### src/rtl/chiplet_types_pkg.sv
package chiplet_types_pkg;

    // flit word
    localparam int FLIT_W = 32;
    typedef logic [FLIT_W-1:0] flit_t;

    // format field sits in the top nibble of every flit
    localparam int FMT_LSB = 28;
    localparam int FMT_W   = 4;

    typedef enum logic [FMT_W-1:0] {
        FMT_IDLE       = 4'h0,
        FMT_DATA       = 4'h1,
        FMT_SWITCH_CFG = 4'h2
    } flit_fmt_e;

    // node ids
    localparam int NODE_ID_W = 5;
    typedef logic [NODE_ID_W-1:0] node_id_t;

    // data flit, destination in bits 27:23
    localparam int DEST_LSB = 23;

    // config flit, address in bits 27:20 and data in bits 14:0
    localparam int CFG_ADDR_LSB = 20;
    localparam int CFG_ADDR_W   = 8;
    localparam int CFG_DATA_W   = 15;

endpackage

### src/rtl/switch_pkg.sv
package switch_pkg;

    // switch sizes
    localparam int NUM_INPORTS  = 2;
    localparam int NUM_OUTPORTS = 4;
    localparam int TABLE_SIZE   = 17;

    localparam int PORT_IDX_W = $clog2(NUM_INPORTS);
    localparam int OUTPORT_W  = $clog2(NUM_OUTPORTS);
    localparam int LUT_IDX_W  = $clog2(TABLE_SIZE);

    // register map, table entries occupy 8'h00 up to LUT_TOP_ADDR
    localparam logic [7:0] LUT_TOP_ADDR  = 8'h10;
    localparam logic [7:0] DATELINE_ADDR = 8'h11;
    localparam logic [7:0] NODE_ID_ADDR  = 8'h12;
    localparam logic [7:0] CONFIG_ADDR   = 8'h13;

    typedef logic [OUTPORT_W-1:0] outport_t;

    // flits addressed to this switch leave here
    localparam outport_t LOCAL_PORT = outport_t'(0);

    // one route table entry, taken from config data bits 11:0
    typedef struct packed {
        chiplet_types_pkg::node_id_t node_lo;
        chiplet_types_pkg::node_id_t node_hi;
        outport_t                    outport;
    } route_lut_t;

    localparam int LUT_ENTRY_W = $bits(route_lut_t);

endpackage

### src/rtl/switch_reg_bank.sv
`timescale 1ns/1ps

module switch_reg_bank (
    input  logic clk,
    input  logic n_rst,
    input  logic wr_valid,
    input  chiplet_types_pkg::flit_t wr_flit,
    output switch_pkg::route_lut_t [switch_pkg::TABLE_SIZE-1:0] route_lut,
    output logic [switch_pkg::NUM_OUTPORTS-1:0] dateline,
    output chiplet_types_pkg::node_id_t node_id,
    output logic config_done
);
    import chiplet_types_pkg::*;
    import switch_pkg::*;

    flit_fmt_e             wr_fmt;
    logic [CFG_ADDR_W-1:0] cfg_addr;
    logic [CFG_DATA_W-1:0] cfg_data;

    route_lut_t [TABLE_SIZE-1:0] next_route_lut;
    logic [NUM_OUTPORTS-1:0]     next_dateline;
    node_id_t                    next_node_id;
    logic                        next_config_done;

    assign wr_fmt   = flit_fmt_e'(wr_flit[FMT_LSB +: FMT_W]);
    assign cfg_addr = wr_flit[CFG_ADDR_LSB +: CFG_ADDR_W];
    assign cfg_data = wr_flit[CFG_DATA_W-1:0];

    always_comb begin
        next_route_lut   = route_lut;
        next_dateline    = dateline;
        next_node_id     = node_id;
        next_config_done = config_done;

        if (wr_valid && wr_fmt == FMT_SWITCH_CFG) begin
            if (cfg_addr <= LUT_TOP_ADDR) begin
                next_route_lut[cfg_addr[LUT_IDX_W-1:0]] = route_lut_t'(cfg_data[LUT_ENTRY_W-1:0]);
            end else if (cfg_addr == DATELINE_ADDR) begin
                next_dateline = cfg_data[NUM_OUTPORTS-1:0];
            end else if (cfg_addr == NODE_ID_ADDR) begin
                next_node_id = cfg_data[NODE_ID_W-1:0];
            end else if (cfg_addr == CONFIG_ADDR) begin
                next_config_done = cfg_data[0];
            end
            // 8'h14 and above fall through untouched
        end
    end

    always_ff @(posedge clk, negedge n_rst) begin
        if (!n_rst) begin
            route_lut   <= '0;
            dateline    <= '0;
            node_id     <= '0;
            config_done <= 1'b0;
        end else begin
            route_lut   <= next_route_lut;
            dateline    <= next_dateline;
            node_id     <= next_node_id;
            config_done <= next_config_done;
        end
    end

endmodule

### config.mk
export PLATFORM = sky130hd
export DESIGN_NAME = switch_reg_bank
export DESIGN_NICKNAME = d
export VERILOG_FILES = /design/src/rtl/chiplet_types_pkg.sv /design/src/rtl/switch_pkg.sv /design/src/rtl/switch_reg_bank.sv
export SDC_FILE = /design/constraint.sdc
export NUM_CORES = 1
export LEC_CHECK = 0
export BUFFER_PORTS_ARGS = -buffer_cell sky130_fd_sc_hd__buf_2
export CORE_MARGIN = 1
export CORE_UTILIZATION = 56
export CTS_CLUSTER_DIAMETER = 40
export DETAILED_ROUTE_END_ITERATION = 16
export GPL_TIMING_DRIVEN = 0
export PLACE_DENSITY = 0.92
export SYNTH_ARGS = -nofsm -noshare
export SYNTH_HDL_FRONTEND = slang
export SYNTH_SLANG_ARGS = --single-unit
### constraint.sdc
create_clock -name clk -period 1.15 [get_ports clk]
set_input_delay 0.345 -clock clk [delete_from_list [all_inputs] [get_ports clk]]
set_output_delay 0.345 -clock clk [all_outputs]
set_load 0.01 [all_outputs]
==> run metrics <==
area share of the largest cell type after synthesis=0.615; GPL Wtd Cong=0.853; initial DRC count=524; met3 usage in global routing=0.0734; Slowest Stage Delay on Critical Path=560 ps; drt via density=5.84; via count=6818; yosys warns=0; clock root cell=clkbuf_16; ant diodes=0; Static Leak=~7.9 nW; CP required=between 1500 and 2000 ps; Die Area=16100 µm²; row count=45; area of the multi-input gates=about 3300 µm²; Mapped Cells=502; DIE WIDTH=127 µm; synth-to-layout area growth=54.8%; vias in the first global route=6591; maximum root-to-sink buffer count=3; met2 Use GR=0.579; largest cells by area after synthesis=dfrtp_1, mux2_4, mux2_2; CP most frequent cell=buf_4; Max Clock Skew=0 ps; CP endpoint kind=flip-flop; Clock Sink Count=about 210; failing checks=hold timing, setup timing; actual slew at the worst max-slew pin=771 ps; FF+latch count, synth=214; Total GRT Usage=0.327; area leader, netlist=dfrtp_1; Int Pwr=13.2 mW; critical path class=input pin to flip-flop; gr busiest metal=met2; Fin. Hold Viols=100; Synth cell types=29; CP startpoint kind=input pin; WP data arrival=2230 ps; Nets=995; Final Max Slew Viols=0; min Tclk post-route=1820 ps; CTS H-tree depth=1; Seq/Total Area, Yosys=0.615; Setup TNS Final=-159750 ps; hold slack=-171 ps; Synth Flop Type=dfrtp_1; IO Pins=249; initial core utilization=0.573; wire per inst=27.4 µm; grt total ovfl=0; Gate power share=0.038; status=finished with violations; Post-synth EDFFs=0; layout cells sized above 1=0.751; die height=between 100 and 150 µm; clk slew on worst S/H paths=70 ps; sequential share of power=0.437; Post-Synthesis Net Count=537; top cells by count, synth=dfrtp_1, mux2_2, mux2_4; Achievable Freq=549 MHz; crit-path cells=buf_4 -> or4b_4 -> buf_4 -> nor4_4 -> buf_4 -> nand2_2 -> buf_12 -> mux2_4; power density over cell area=between 1000 and 1500 nW/µm²; NetSw=4.16 mW; CP Max Fanout=10; pin count of the biggest net entering global routing=115; Hold Path Class=input pin to async pin; initial antenna violation count=0; drc violations=0; syn avg cell area=17.4 µm²; reg2reg path depth=3; CTS buffer count=28; number of fill cells in the layout=579; clk_lat worst skew=about 520 ps; DR pass1 iterations=4; unrepaired setup endpoints after global routing=yes; most frequent cell after synthesis=dfrtp_1; Post-DP Area=a little over 10000 µm²; final WL=32.0 mm; register area=approximately 5400 µm²; final instance area=13500 µm²; Final Cycle Share=1.58; Critical Path Slowest Stage Cell=or4b_4; Switching Fraction=0.239; ys async rst share=1.00; TritonCTS clock tree=built; Slew Limit Headroom=0.486; clock network power share=0.525; post-detail-place hpwl=14.9 mm; first-pass GRT wire length=39.3 mm; Max IR drop VDD=1340 µV; setup violators final=428; area of the core=15200 µm²; GRT met1 Usage=0.389; antenna-violating nets left=0; setup slack after layout=-670 ps; max_cap viols=0; Buffers on Ports=236; Synth Cell Area=around 8700 µm²
==> kinds of logic (layout without fill, tap and decap cells) <==
kind of cell,count (synthesis),count (layout),synth area share
muxes,214,214,0.315
DFF,214,214,0.615
buffers and inverters,34,512,0.0313
and+or+nand+nor,40,40,0.0389
==> worst paths after layout <==
kind / startpoint / endpoint / slack, ps
max: wr_flit[25] / route_lut[176]$_DFFE_PN0P_ / -670
min: n_rst / route_lut[147]$_DFFE_PN0P_ / -170
max reg2reg: route_lut[176]$_DFFE_PN0P_ / route_lut[176]$_DFFE_PN0P_ / -30
min reg2reg: route_lut[55]$_DFFE_PN0P_ / route_lut[55]$_DFFE_PN0P_ / 500
max in group asynchronous: n_rst / route_lut[55]$_DFFE_PN0P_ / 290
min in group clk: wr_flit[9] / route_lut[201]$_DFFE_PN0P_ / 180
==> cells in the final DEF, fill, tap and decap left out, drive strengths merged <==
cell and instances:
buf 447, dfrtp 214, mux2 214, clkbuf 34, nand2 14, dlygate4sd1 9, clkinv 7, inv 5
nand4 4, clkinvlp 4, nor4b 4, nor2 3, nor4 3, bufinv 3, nand3 3, and2b 2
or4b 2, clkdlybuf4s25 2, nor3 1, and4b 1, nor3b 1, dlygate4sd3 1, and2 1, or2b 1
==> critical path: cells and delay by family <==
family | cells | cell delay (ps)
AND/OR/NAND/NOR | 3 | 800
buffers and inverters | 4 | 710
multiplexers | 1 | 360
==> layout make-up <==
cell class	count	area share
repair buffers	429	0.242
clock buffers	31	0.0551
multi-input cells	254	0.242
well taps	188	0.0174
plain buffers	33	0.0300
clock inverters	19	0.0164
flip-flops and latches	214	0.397
==> state kept, by name (all words and copies together) (netlist names) <==
| name | flops |
|---|---|
| route_lut | 204 |
| config_done | 1 |
| dateline | 4 |
| node_id | 5 |
==> layer usage <==
| metal | wire (µm) | share of wire |
|---|---|---|
| met1 | 11800 | 0.37 |
| met4 | 1860 | 0.058 |
| met3 | 2950 | 0.092 |
| met5 | 0 | 0 |
| met2 | 15400 | 0.48 |
==> through the flow <==
stage                     total power [mW]   util  cells  setup WS [ps]
final                                 17.4  0.887   1168           -670
after global routing                  17.8  0.887   1168           -685
after CTS                             17.1  0.834   1094           -537
after detailed placement              8.26  0.677    927          -1220
after global placement                8.21  0.675    926          -3440
after floorplan                       7.90      -    502           -913
==> power by group through the flow <==
stage,clock network (mW),registers (mW),logic [mW]
after floorplan,0,7.73,0.170
after global placement,0,7.72,0.493
after detailed placement,0,7.72,0.538
after CTS,8.92,7.58,0.610
after global routing,9.49,7.59,0.717
final,9.12,7.59,0.667
==> repair_timing <==
action | CTS | global route
endpoints found under the setup margin | 422 | 428
setup buffers | 114 | 76
endpoints found under the hold margin | 100 | 100
pin swaps | 10 | 7
cloned | 4 | 0
gates resized for setup | 108 | 45
(Power assumes the default switching activity.)
